## src/source/ao_periph_pkg.sv

```systemverilog
/* Widths, address map and register request types of the always-on subsystem.
   Regions are 256 bytes, selected by address bits 11:8; peripherals decode bits 7:0 only */
package ao_periph_pkg;

  localparam int unsigned AO_ADDR_W = 32;
  localparam int unsigned AO_DATA_W = 32;

  localparam logic [AO_ADDR_W-1:0] SOC_CTRL_BASE = 32'h0000_0000;
  localparam logic [AO_ADDR_W-1:0] TIMER_BASE    = 32'h0000_0100;
  localparam logic [AO_ADDR_W-1:0] GPIO_BASE     = 32'h0000_0200;

  typedef enum logic [1:0] {
    SLV_SOC_CTRL,
    SLV_TIMER,
    SLV_GPIO,
    SLV_NONE
  } ao_slave_e;

  typedef enum logic [7:0] {
    REG_EXIT_VALID = 8'h00,
    REG_EXIT_VALUE = 8'h04,
    REG_BOOT_SEL   = 8'h08,
    REG_SCRATCH    = 8'h0C
  } soc_ctrl_reg_e;

  typedef enum logic [7:0] {
    REG_TCTRL    = 8'h00,
    REG_TCOUNT   = 8'h04,
    REG_TCOMPARE = 8'h08,
    REG_TSTATUS  = 8'h0C
  } timer_reg_e;

  typedef enum logic [7:0] {
    REG_GOUT = 8'h00,
    REG_GDIR = 8'h04,
    REG_GIN  = 8'h08,
    REG_GIE  = 8'h0C,
    REG_GIS  = 8'h10
  } gpio_reg_e;

  typedef struct packed {
    logic                 valid;
    logic                 write;
    logic [AO_ADDR_W-1:0] addr;
    logic [AO_DATA_W-1:0] wdata;
    logic [3:0]           wstrb;
  } reg_req_t;

  typedef struct packed {
    logic [AO_DATA_W-1:0] rdata;
    logic                 error;
  } reg_rsp_t;

  // Byte strobes expanded to a bit mask
  function automatic logic [AO_DATA_W-1:0] strb_to_mask(input logic [3:0] strb);
    logic [AO_DATA_W-1:0] mask;
    for (int i = 0; i < 4; i++) begin
      mask[8*i +: 8] = {8{strb[i]}};
    end
    return mask;
  endfunction

endpackage : ao_periph_pkg

```

## src/source/wb_to_reg.sv

```systemverilog
/* Wishbone classic slave, single accesses only. Every access is acknowledged
   one cycle after it is first seen; no wait states, no pipelined or burst cycles */
module wb_to_reg
  import ao_periph_pkg::*;
(
  input  logic                 clk_i,
  input  logic                 rst_n_i,
  input  logic                 wb_cyc_i,
  input  logic                 wb_stb_i,
  input  logic                 wb_we_i,
  input  logic [AO_ADDR_W-1:0] wb_adr_i,
  input  logic [AO_DATA_W-1:0] wb_dat_i,
  input  logic [3:0]           wb_sel_i,
  output logic [AO_DATA_W-1:0] wb_dat_o,
  output logic                 wb_ack_o,
  output logic                 wb_err_o,
  output reg_req_t             reg_req_o,
  input  reg_rsp_t             reg_rsp_i
);

  logic                 ack_q;
  logic                 err_q;
  logic [AO_DATA_W-1:0] rdata_q;
  logic                 req_valid;

  // No re-issue while the response of this access is on the bus
  assign req_valid = wb_cyc_i && wb_stb_i && !(ack_q || err_q);

  assign reg_req_o.valid = req_valid;
  assign reg_req_o.write = wb_we_i;
  assign reg_req_o.addr  = wb_adr_i;
  assign reg_req_o.wdata = wb_dat_i;
  assign reg_req_o.wstrb = wb_sel_i;

  always_ff @(posedge clk_i) begin
    if (!rst_n_i) begin
      ack_q <= 1'b0;
      err_q <= 1'b0;
    end else begin
      ack_q <= req_valid && !reg_rsp_i.error;
      err_q <= req_valid && reg_rsp_i.error;
    end
  end

  always_ff @(posedge clk_i) begin
    if (req_valid) begin
      rdata_q <= reg_rsp_i.rdata;
    end
  end

  assign wb_ack_o = ack_q;
  assign wb_err_o = err_q;
  assign wb_dat_o = rdata_q;

  a_ack_err_excl: assert property (@(posedge clk_i) disable iff (!rst_n_i)
    !(ack_q && err_q));

  // Master keeps cyc up until it has seen the response
  a_rsp_in_cycle: assert property (@(posedge clk_i) disable iff (!rst_n_i)
    (ack_q || err_q) |-> wb_cyc_i);

endmodule : wb_to_reg

```

## src/source/reg_demux.sv

```systemverilog
/* Routes a register request to one peripheral by address bits 11:8.
   Anything outside the three regions, including nonzero bits above 11, errors */
module reg_demux
  import ao_periph_pkg::*;
(
  input  reg_req_t req_i,
  output reg_rsp_t rsp_o,
  output reg_req_t soc_req_o,
  output reg_req_t tmr_req_o,
  output reg_req_t gpio_req_o,
  input  reg_rsp_t soc_rsp_i,
  input  reg_rsp_t tmr_rsp_i,
  input  reg_rsp_t gpio_rsp_i
);

  ao_slave_e slv_sel;

  always_comb begin
    if (req_i.addr[AO_ADDR_W-1:12] != '0) begin
      slv_sel = SLV_NONE;
    end else begin
      case (req_i.addr[11:8])
        SOC_CTRL_BASE[11:8]: slv_sel = SLV_SOC_CTRL;
        TIMER_BASE[11:8]:    slv_sel = SLV_TIMER;
        GPIO_BASE[11:8]:     slv_sel = SLV_GPIO;
        default:             slv_sel = SLV_NONE;
      endcase
    end
  end

  always_comb begin
    soc_req_o        = req_i;
    tmr_req_o        = req_i;
    gpio_req_o       = req_i;
    soc_req_o.valid  = req_i.valid && (slv_sel == SLV_SOC_CTRL);
    tmr_req_o.valid  = req_i.valid && (slv_sel == SLV_TIMER);
    gpio_req_o.valid = req_i.valid && (slv_sel == SLV_GPIO);
  end

  always_comb begin
    case (slv_sel)
      SLV_SOC_CTRL: rsp_o = soc_rsp_i;
      SLV_TIMER:    rsp_o = tmr_rsp_i;
      SLV_GPIO:     rsp_o = gpio_rsp_i;
      default: begin
        rsp_o.rdata = '0;
        rsp_o.error = 1'b1;
      end
    endcase
  end

  // Single target per request
  always_comb begin
    a_one_valid: assert ($onehot0({soc_req_o.valid, tmr_req_o.valid, gpio_req_o.valid}));
  end

endmodule : reg_demux

```

## src/source/soc_ctrl.sv

```systemverilog
/* SoC control registers. exit_valid_o is sticky until reset; boot_select_i
   is sampled every cycle, so readback lags the pin by one cycle */
module soc_ctrl
  import ao_periph_pkg::*;
(
  input  logic                 clk_i,
  input  logic                 rst_n_i,
  input  reg_req_t             reg_req_i,
  output reg_rsp_t             reg_rsp_o,
  input  logic                 boot_select_i,
  output logic                 exit_valid_o,
  output logic [AO_DATA_W-1:0] exit_value_o
);

  logic                 exit_valid_q;
  logic [AO_DATA_W-1:0] exit_value_q;
  logic [AO_DATA_W-1:0] scratch_q;
  logic                 boot_sel_q;
  logic                 wr;
  logic [AO_DATA_W-1:0] wmask;
  logic [7:0]           offset;

  assign wr     = reg_req_i.valid && reg_req_i.write;
  assign wmask  = strb_to_mask(reg_req_i.wstrb);
  assign offset = reg_req_i.addr[7:0];

  always_ff @(posedge clk_i) begin
    if (!rst_n_i) begin
      exit_valid_q <= 1'b0;
      exit_value_q <= '0;
      scratch_q    <= '0;
      boot_sel_q   <= 1'b0;
    end else begin
      boot_sel_q <= boot_select_i;
      if (wr) begin
        case (offset)
          REG_EXIT_VALID: begin
            // Only a one sticks
            if (reg_req_i.wdata[0] && wmask[0]) begin
              exit_valid_q <= 1'b1;
            end
          end
          REG_EXIT_VALUE: exit_value_q <= (exit_value_q & ~wmask) | (reg_req_i.wdata & wmask);
          REG_SCRATCH:    scratch_q <= (scratch_q & ~wmask) | (reg_req_i.wdata & wmask);
          default: ;
        endcase
      end
    end
  end

  always_comb begin
    reg_rsp_o.error = 1'b0;
    case (offset)
      REG_EXIT_VALID: reg_rsp_o.rdata = {{(AO_DATA_W-1){1'b0}}, exit_valid_q};
      REG_EXIT_VALUE: reg_rsp_o.rdata = exit_value_q;
      REG_BOOT_SEL:   reg_rsp_o.rdata = {{(AO_DATA_W-1){1'b0}}, boot_sel_q};
      REG_SCRATCH:    reg_rsp_o.rdata = scratch_q;
      default:        reg_rsp_o.rdata = '0;
    endcase
  end

  assign exit_valid_o = exit_valid_q;
  assign exit_value_o = exit_value_q;

endmodule : soc_ctrl

```

## src/source/ao_timer.sv

```systemverilog
/* 32-bit up-counter, reloads to zero on the edge where it matches compare.
   A bus write to the count wins over the increment; a new expiry wins over a clear */
module ao_timer
  import ao_periph_pkg::*;
(
  input  logic     clk_i,
  input  logic     rst_n_i,
  input  reg_req_t reg_req_i,
  output reg_rsp_t reg_rsp_o,
  output logic     timer_intr_o
);

  logic [1:0]           ctrl_q;
  logic [AO_DATA_W-1:0] count_q;
  logic [AO_DATA_W-1:0] compare_q;
  logic                 expired_q;
  logic                 wr;
  logic [AO_DATA_W-1:0] wmask;
  logic [7:0]           offset;
  logic                 cnt_wr;
  logic                 cmp_wr;
  logic                 match;

  assign wr     = reg_req_i.valid && reg_req_i.write;
  assign wmask  = strb_to_mask(reg_req_i.wstrb);
  assign offset = reg_req_i.addr[7:0];
  assign cnt_wr = wr && (offset == REG_TCOUNT);
  assign cmp_wr = wr && (offset == REG_TCOMPARE);
  assign match  = ctrl_q[0] && (count_q == compare_q);

  always_ff @(posedge clk_i) begin
    if (!rst_n_i) begin
      ctrl_q    <= '0;
      count_q   <= '0;
      compare_q <= '0;
      expired_q <= 1'b0;
    end else begin
      if (wr && (offset == REG_TCTRL)) begin
        ctrl_q <= (ctrl_q & ~wmask[1:0]) | (reg_req_i.wdata[1:0] & wmask[1:0]);
      end
      if (cmp_wr) begin
        compare_q <= (compare_q & ~wmask) | (reg_req_i.wdata & wmask);
      end
      if (cnt_wr) begin
        count_q <= (count_q & ~wmask) | (reg_req_i.wdata & wmask);
      end else if (match) begin
        count_q <= '0;
      end else if (ctrl_q[0]) begin
        count_q <= count_q + 1'b1;
      end
      if (wr && (offset == REG_TSTATUS) && reg_req_i.wdata[0] && wmask[0]) begin
        expired_q <= 1'b0;
      end
      if (match) begin
        expired_q <= 1'b1;
      end
    end
  end

  always_comb begin
    reg_rsp_o.error = 1'b0;
    case (offset)
      REG_TCTRL:    reg_rsp_o.rdata = {{(AO_DATA_W-2){1'b0}}, ctrl_q};
      REG_TCOUNT:   reg_rsp_o.rdata = count_q;
      REG_TCOMPARE: reg_rsp_o.rdata = compare_q;
      REG_TSTATUS:  reg_rsp_o.rdata = {{(AO_DATA_W-1){1'b0}}, expired_q};
      default:      reg_rsp_o.rdata = '0;
    endcase
  end

  assign timer_intr_o = expired_q && ctrl_q[1];

  // Once in range the running counter stays there unless software moves count or compare
  a_count_in_range: assert property (@(posedge clk_i) disable iff (!rst_n_i)
    (ctrl_q[0] && $past(ctrl_q[0]) && $past(count_q <= compare_q) &&
     !$past(cnt_wr || cmp_wr)) |-> (count_q <= compare_q));

endmodule : ao_timer

```

## src/source/gpio.sv

```systemverilog
/* GPIO with output, direction and rising-edge interrupt registers.
   NUM_GPIO must be 1 to 32; inputs pass a two-flop synchroniser */
module gpio
  import ao_periph_pkg::*;
#(
  parameter int unsigned NUM_GPIO = 8
) (
  input  logic                clk_i,
  input  logic                rst_n_i,
  input  reg_req_t            reg_req_i,
  output reg_rsp_t            reg_rsp_o,
  input  logic [NUM_GPIO-1:0] cio_gpio_i,
  output logic [NUM_GPIO-1:0] cio_gpio_o,
  output logic [NUM_GPIO-1:0] cio_gpio_en_o,
  output logic                intr_gpio_o
);

  logic [NUM_GPIO-1:0]  gout_q;
  logic [NUM_GPIO-1:0]  gdir_q;
  logic [NUM_GPIO-1:0]  gie_q;
  logic [NUM_GPIO-1:0]  gis_q;
  logic [NUM_GPIO-1:0]  sync1_q;
  logic [NUM_GPIO-1:0]  sync2_q;
  logic [NUM_GPIO-1:0]  prev_q;
  logic [NUM_GPIO-1:0]  rise;
  logic [NUM_GPIO-1:0]  wdata;
  logic [NUM_GPIO-1:0]  wmask;
  logic [AO_DATA_W-1:0] wmask_full;
  logic                 wr;
  logic [7:0]           offset;

  assign wr         = reg_req_i.valid && reg_req_i.write;
  assign offset     = reg_req_i.addr[7:0];
  assign wmask_full = strb_to_mask(reg_req_i.wstrb);
  assign wmask      = wmask_full[NUM_GPIO-1:0];
  assign wdata      = reg_req_i.wdata[NUM_GPIO-1:0];

  // Edge on the synchronised value
  assign rise = sync2_q & ~prev_q;

  always_ff @(posedge clk_i) begin
    if (!rst_n_i) begin
      gout_q  <= '0;
      gdir_q  <= '0;
      gie_q   <= '0;
      gis_q   <= '0;
      sync1_q <= '0;
      sync2_q <= '0;
      prev_q  <= '0;
    end else begin
      sync1_q <= cio_gpio_i;
      sync2_q <= sync1_q;
      prev_q  <= sync2_q;
      if (wr && (offset == REG_GOUT)) gout_q <= (gout_q & ~wmask) | (wdata & wmask);
      if (wr && (offset == REG_GDIR)) gdir_q <= (gdir_q & ~wmask) | (wdata & wmask);
      if (wr && (offset == REG_GIE))  gie_q  <= (gie_q & ~wmask) | (wdata & wmask);
      if (wr && (offset == REG_GIS)) begin
        gis_q <= (gis_q & ~(wdata & wmask)) | rise;
      end else begin
        gis_q <= gis_q | rise;
      end
    end
  end

  always_comb begin
    reg_rsp_o.error = 1'b0;
    case (offset)
      REG_GOUT: reg_rsp_o.rdata = AO_DATA_W'(gout_q);
      REG_GDIR: reg_rsp_o.rdata = AO_DATA_W'(gdir_q);
      REG_GIN:  reg_rsp_o.rdata = AO_DATA_W'(sync2_q);
      REG_GIE:  reg_rsp_o.rdata = AO_DATA_W'(gie_q);
      REG_GIS:  reg_rsp_o.rdata = AO_DATA_W'(gis_q);
      default:  reg_rsp_o.rdata = '0;
    endcase
  end

  assign cio_gpio_o    = gout_q;
  assign cio_gpio_en_o = gdir_q;
  assign intr_gpio_o   = |(gis_q & gie_q);

endmodule : gpio

```

## src/source/ao_peripheral_subsystem.sv

```systemverilog
/* Always-on peripheral subsystem: Wishbone slave to SoC control, timer and GPIO.
   Map: 0x000 SoC control, 0x100 timer, 0x200 GPIO; anything else returns err */
module ao_peripheral_subsystem
  import ao_periph_pkg::*;
#(
  parameter int unsigned NUM_GPIO = 8
) (
  input  logic                 clk_i,
  input  logic                 rst_n_i,

  input  logic                 wb_cyc_i,
  input  logic                 wb_stb_i,
  input  logic                 wb_we_i,
  input  logic [AO_ADDR_W-1:0] wb_adr_i,
  input  logic [AO_DATA_W-1:0] wb_dat_i,
  input  logic [3:0]           wb_sel_i,
  output logic [AO_DATA_W-1:0] wb_dat_o,
  output logic                 wb_ack_o,
  output logic                 wb_err_o,

  input  logic                 boot_select_i,
  output logic                 exit_valid_o,
  output logic [AO_DATA_W-1:0] exit_value_o,

  output logic                 rv_timer_intr_o,

  input  logic [NUM_GPIO-1:0]  cio_gpio_i,
  output logic [NUM_GPIO-1:0]  cio_gpio_o,
  output logic [NUM_GPIO-1:0]  cio_gpio_en_o,
  output logic                 intr_gpio_o
);

  reg_req_t bus_req;
  reg_rsp_t bus_rsp;
  reg_req_t soc_req;
  reg_rsp_t soc_rsp;
  reg_req_t tmr_req;
  reg_rsp_t tmr_rsp;
  reg_req_t gpio_req;
  reg_rsp_t gpio_rsp;

  wb_to_reg wb_to_reg_i (
    .clk_i,
    .rst_n_i,
    .wb_cyc_i,
    .wb_stb_i,
    .wb_we_i,
    .wb_adr_i,
    .wb_dat_i,
    .wb_sel_i,
    .wb_dat_o,
    .wb_ack_o,
    .wb_err_o,
    .reg_req_o(bus_req),
    .reg_rsp_i(bus_rsp)
  );

  reg_demux reg_demux_i (
    .req_i     (bus_req),
    .rsp_o     (bus_rsp),
    .soc_req_o (soc_req),
    .tmr_req_o (tmr_req),
    .gpio_req_o(gpio_req),
    .soc_rsp_i (soc_rsp),
    .tmr_rsp_i (tmr_rsp),
    .gpio_rsp_i(gpio_rsp)
  );

  soc_ctrl soc_ctrl_i (
    .clk_i,
    .rst_n_i,
    .reg_req_i(soc_req),
    .reg_rsp_o(soc_rsp),
    .boot_select_i,
    .exit_valid_o,
    .exit_value_o
  );

  ao_timer ao_timer_i (
    .clk_i,
    .rst_n_i,
    .reg_req_i   (tmr_req),
    .reg_rsp_o   (tmr_rsp),
    .timer_intr_o(rv_timer_intr_o)
  );

  gpio #(
    .NUM_GPIO(NUM_GPIO)
  ) gpio_ao_i (
    .clk_i,
    .rst_n_i,
    .reg_req_i(gpio_req),
    .reg_rsp_o(gpio_rsp),
    .cio_gpio_i,
    .cio_gpio_o,
    .cio_gpio_en_o,
    .intr_gpio_o
  );

endmodule : ao_peripheral_subsystem

```

## config.mk

```make
export PLATFORM = sky130hd
export DESIGN_NAME = ao_peripheral_subsystem
export DESIGN_NICKNAME = d
export VERILOG_FILES = /design/src/source/ao_periph_pkg.sv /design/src/source/wb_to_reg.sv /design/src/source/reg_demux.sv /design/src/source/soc_ctrl.sv /design/src/source/ao_timer.sv /design/src/source/gpio.sv /design/src/source/ao_peripheral_subsystem.sv
export SDC_FILE = /design/constraint.sdc
export NUM_CORES = 1
export LEC_CHECK = 0
export ABC_AREA = 1
export ABC_CLOCK_PERIOD_IN_PS = 2750
export BUFFER_PORTS_ARGS = -buffer_cell sky130_fd_sc_hd__buf_2
export CAP_MARGIN = 15
export CORE_MARGIN = 4
export CORE_UTILIZATION = 58
export DETAILED_ROUTE_END_ITERATION = 16
export PLACE_DENSITY_LB_ADDON = 0.12
export SKIP_LAST_GASP = 1
export SLEW_MARGIN = 20
export SYNTH_ARGS = -nofsm -noshare
export SYNTH_HDL_FRONTEND = slang
export SYNTH_SLANG_ARGS = --single-unit
```

## constraint.sdc

```tcl
create_clock -name clk_i -period 2.75 [get_ports clk_i]
set_clock_uncertainty 0.2 [all_clocks]
set_input_delay 0.4125 -clock clk_i [delete_from_list [all_inputs] [get_ports clk_i]]
set_output_delay 0.4125 -clock clk_i [all_outputs]
set_load 0.05 [all_outputs]
```

* Yosys cells after proc, flatten, opt, wreduce, memory -nomap -nowiden
Index checks and enable logic that the tools add are counted.
Word-level totals: register bits 223, bits in latches 0, RAM bits 0, ROM bits 0, bits of input ports 82, output and inout port bits 85, word-level logic and storage cells 105, memories kept 0
Operators by class: $add $sub $neg 1, $mul 0, divide/modulo/power cells 0, magnitude comparators 0, equality and inequality tests 9, shift-type cells 0, multiplexer cells 12, bitwise gates (word level) 29, reduce and logical (&&, ||, !) cells 36
Operators with widths (number):
- $pmux 32 s4 | 2
- $and 32x32->32 | 5
- $or 32x32->32 | 4
- $pmux 33 s3 | 1
- $mux 32 | 3
- $and 8x8->8 | 7
- $or 8x8->8 | 5
- $pmux 8 s5 | 1
- $add 32x1->32 const B | 1
- $eq 32x32->1 | 1
- $not 32->32 | 1
- $not 8->8 | 3
- $logic_and 1x1->1 | 23
- $reduce_bool 20->1 | 1
- $eq 8x4->1 const B | 2
- $eq 8x3->1 const B | 1
- $eq 8x5->1 const B | 1
- $logic_not 8->1 | 1
- $mux 8 | 1
- $reduce_or 8->1 | 1
- $pmux 2 s3 | 1
- $and 2x2->2 | 2
- $eq 4x1->1 const B | 1
- $eq 4x2->1 const B | 1
- other kinds (14) | 17

* Depth between registers and ports, before layout
depth after elaboration 11, mapped depth 14, gate-level depth less buffers 13

* By module
Synthesis repeated with hierarchy kept, for this count alone.
Unflattened totals: cells, all modules 2252, area total of the unflattened synthesis 15108.2 um2
Modules (own cells, without submodules):
- ao_timer | instances 1, cells an instance 806, area each 4770.8 um2, sequential area each 1341.3 um2
- soc_ctrl | instances 1, cells an instance 477, area each 3241.9 um2, sequential area each 1321.3 um2
- gpio | instances 1, cells an instance 432, area each 2909.0 um2, sequential area each 1121.1 um2
- reg_demux | instances 1, cells an instance 423, area each 2622.5 um2, sequential area each 0.0 um2
- wb_to_reg | instances 1, cells an instance 114, area each 1564.0 um2, sequential area each 1001.0 um2

* Worst setup path before layout
Ideal clock, no wire load.
kind flip-flop to flip-flop, from reg wb_to_reg_i.err_q (netlist: wb_to_reg_i.wb_err_o), to reg with a tool-made name, setup time 0.117 ns, arrival 2.109 ns, required time 2.433 ns, slack 0.324 ns, cell stages (with the launch flop) 10, buffers on the path 1, clock period less this slack 2.426 ns, path through dfxtp_1 -> nor2_1 -> nand3_1 -> inv_1 -> nand4_1 -> nor2_1 -> buf_2 -> nor2_1 -> nor2_1 -> nor2_1
RTL lines:
- start, declared | RTL line wb_to_reg.sv:22 | logic err_q;
- start signal, assigned | RTL line wb_to_reg.sv:41 | err_q <= req_valid && reg_rsp_i.error;

==> metrics.md <==
| Metric | Value |
|---|---|
| CP Capture Type | `register` |
| HP Class | `input pin to register` |
| Critical Path RT | `3.01 ns` |
| DRT Pass-1 Iters | `5` |
| Port Buffers | `166` |
| RSZ-0062 raised after global routing | `no` |
| Tmin final | `2.38 ns` |
| Placed Area | `0.0129 sq mm` |
| Fraction of layout cells with a size suffix above 1 | `14.9%` |
| Most common cell after layout, fill and taps aside | `nand2_1` |
| Most frequent cells in the layout | `nand2_1, nor2_1, dfxtp_1` |
| Setup TNS | `0 ns` |
| Worst r2r path cells | `9` |
| Via count of the routed design | `12,400` |
| Logic pwr share | `5.1%` |
| Gr ovfl total | `0` |
| Peak supply drop | `0.000502 V` |
| MaxCap Viol Count | `0` |
| Clock root buffer | `clkbuf_16` |
| Yosys synthesis warning count | `0` |
| Total Wirelength | `39.4 mm` |
| Core box area | `0.0196 sq mm` |
| Chip Height | `150 microns` |
| Post_cts resized | `0` |
| Final setup vio count | `0` |
| CTS Buf Count | `23` |
| Post-synth ARST share | `0%` |
| Area grow syn2layout | `19.6%` |
| ANT cells | `0` |
| Total track usage | `34.9%` |
| Hold depth | `3` |
| Final net count | `2,010` |
| Int Power | `5.45 mW` |
| Most used cell along the critical path | `nor2_1` |
| Syn Area/Cell | `6.72 sq um` |
| Netlist cell types | `41` |
| DRT antenna net count | `0` |
| CTS tree | `yes` |
| Worst-Skew Late Latency | `0.52 ns` |
| Tcrit/Tclk final | `86.5%` |
| Largest net degree at the start of global routing | `87` |
| Clock Tree Buf Depth | `3` |
| Slew Viols, Final | `0` |
| Post-Syn Area | `0.0116 sq mm` |
| Slowest cell on crit path | `dfxtp_1` |
| Top FF cell, synth | `dfxtp_1` |
| Status | `complete, no violations` |
| Initial antenna violation count | `1` |
| PwrDens | `509 mW/mm^2` |
| Actual slew at the worst max-slew pin | `0.609 ns` |
| Lkg Pwr | `6.75 nW` |
| CTS clk-pin slew, worst paths | `0.07 ns` |
| HP Start | `wb_dat_i[10]` |
| R2R Setup Slk | `0.37 ns` |
| Gate Count Post-Synth | `1,732` |
| Flop and latch count out of synthesis | `223` |
| Layout Cell Area excl Fill | `0.0139 sq mm` |
| Final-layout fill cell count | `1,708` |
| Sw Share | `23.0%` |
| Seq pwr share | `47.4%` |
| Slew Limit Headroom | `59.1%` |
| Crit Path Category | `register to register` |
| EDFF count, synth | `32` |
| I/O pin count | `167` |
| Psw | `1.63 mW` |
| DR vias/cell | `5.61` |
| Crit path DAT | `2.64 ns` |
| Die outline width | `150 microns` |
| HPWL after DPL | `29.1 mm` |
| Crit Path Max Fanout | `6` |
| Vias in the first global route | `11,600` |
| Die ar. | `0.0224 sq mm` |
| Clock power frac | `47.5%` |
| Final hold vios | `0` |
| Fmax | `0.420 GHz` |
| CP Launch Type | `register` |
| Drt drc | `0` |
| Largest stage delay, worst path | `0.46 ns` |
| Placer Congestion | `1.01` |
| Register area share after synthesis | `41.1%` |
| Syn Nets | `1,815` |
| H-tree depth | `1` |
| Initial Util | `59.4%` |
| Initial DRC count | `1,213` |
| Average wire per standard cell | `17.9 microns` |
| # clock sinks | `223` |
| Row count | `51` |
| CP Cell Sequence | `nand2_1 -> nor2_1 -> nand2_1 -> nor3_1 -> nand4_1 -> xor2_1 -> nor2_1 -> nor2_1 -> nor2_1` |
| First-pass GRT wire length | `62.2 mm` |
## synth_stat cells (all sizes together) (3+ instances only)
cell type / count / area, sq um
a21oi: 27 / 135
a22o: 56 / 490
and2: 6 / 37.5
buf: 19 / 113
clkbuf: 38 / 144
clkinv: 5 / 22.5
dfxtp: 191 / 3820
edfxtp: 32 / 961
inv: 188 / 706
nand2: 434 / 1670
nand3: 62 / 328
nand4: 27 / 175
nor2: 406 / 1620
nor3: 18 / 90.1
o211ai: 5 / 37.5
o21ai: 146 / 753
o22ai: 38 / 238
o31ai: 3 / 22.5
xnor2: 4 / 35.0
xor2: 21 / 184
## per-stage QoR
step                      worst slack [ns]  util (%)  total power [mW]  cells  hold WS, ns
after floorplan                      0.324         -              3.60   1732        0.190
after global placement               0.155      65.7              3.75   2145        0.194
after detailed placement            0.0811      65.7              3.76   2145        0.197
after CTS                            0.401      71.0              7.09   2209     0.000543
after global routing                 0.174      71.0              7.26   2209      0.00763
final                                0.370      71.0              7.08   2209       0.0134
## power by group through the flow
stage | Sequential, mW | Clock, mW | Combinational [mW]
floorplan | 3.48 | 0 | 0.117
global placement | 3.43 | 0 | 0.327
detailed placement | 3.43 | 0 | 0.330
CTS | 3.35 | 3.38 | 0.355
global route | 3.35 | 3.52 | 0.388
finish | 3.35 | 3.36 | 0.363
## worst max-delay path: cells and delay by family, from the launching register on
| family | cells | cell delay (ns) |
|---|---|---|
| xor+xnor | 1 | 0.22 |
| flops | 1 | 0.46 |
| simple gates | 8 | 1.43 |
## routing by layer
| layer | track usage, % | vias up | share of wire, % | wire [microns] |
|---|---|---|---|---|
| met3 | 5.72 | 94 | 9.5 | 3730 |
| met1 | 50.0 | 5706 | 43 | 17000 |
| met2 | 54.6 | 636 | 44 | 17500 |
| met5 | 0 | - | 0 | 0 |
| li1 | - | 5954 | - | - |
| met4 | 10.4 | 0 | 3.0 | 1170 |
## repair_timing
item,4_1_cts,5_1_grt
hold buffers,22,0
buffers inserted,0,0
hold endpoints to repair,44,0
## kinds of logic after synthesis
family / share of synthesized area (%)
AO/OA/AOI/OAI: 14.6
XOR/XNOR: 1.88
adder cells (fa/ha/maj): 0.108
buffers and inverters: 8.46
flip-flops: 41.1
AND/OR/NAND/NOR: 33.9
## final cells by class
class | instances | area (sq um) | share of cell area (%)
inverters | 193 | 728 | 5.23
flip-flops and latches | 223 | 4780 | 34.4
clock buffers | 33 | 714 | 5.13
repair buffers | 227 | 1380 | 9.94
multi-input cells | 1259 | 5860 | 42.1
well taps | 265 | 332 | 2.38
clock inverters | 9 | 109 | 0.782
## how the worst max path moves through the flow
stage / startpoint / endpoint / slack (ns) / depth (start not counted)
finish: register / register / 0.37 / 9
global route: register / register / 0.17 / 13
CTS: wb_to_reg_i.wb_err_o$_SDFF_PN0_ / register / 0.40 / 11
detailed placement: wb_adr_i[13] / register / 0.08 / 10
global placement: wb_adr_i[13] / register / 0.15 / 10
floorplan: wb_to_reg_i.wb_err_o$_SDFF_PN0_ / register / 0.32 / 9
Note: power is estimated with default switching activity, not from simulation.
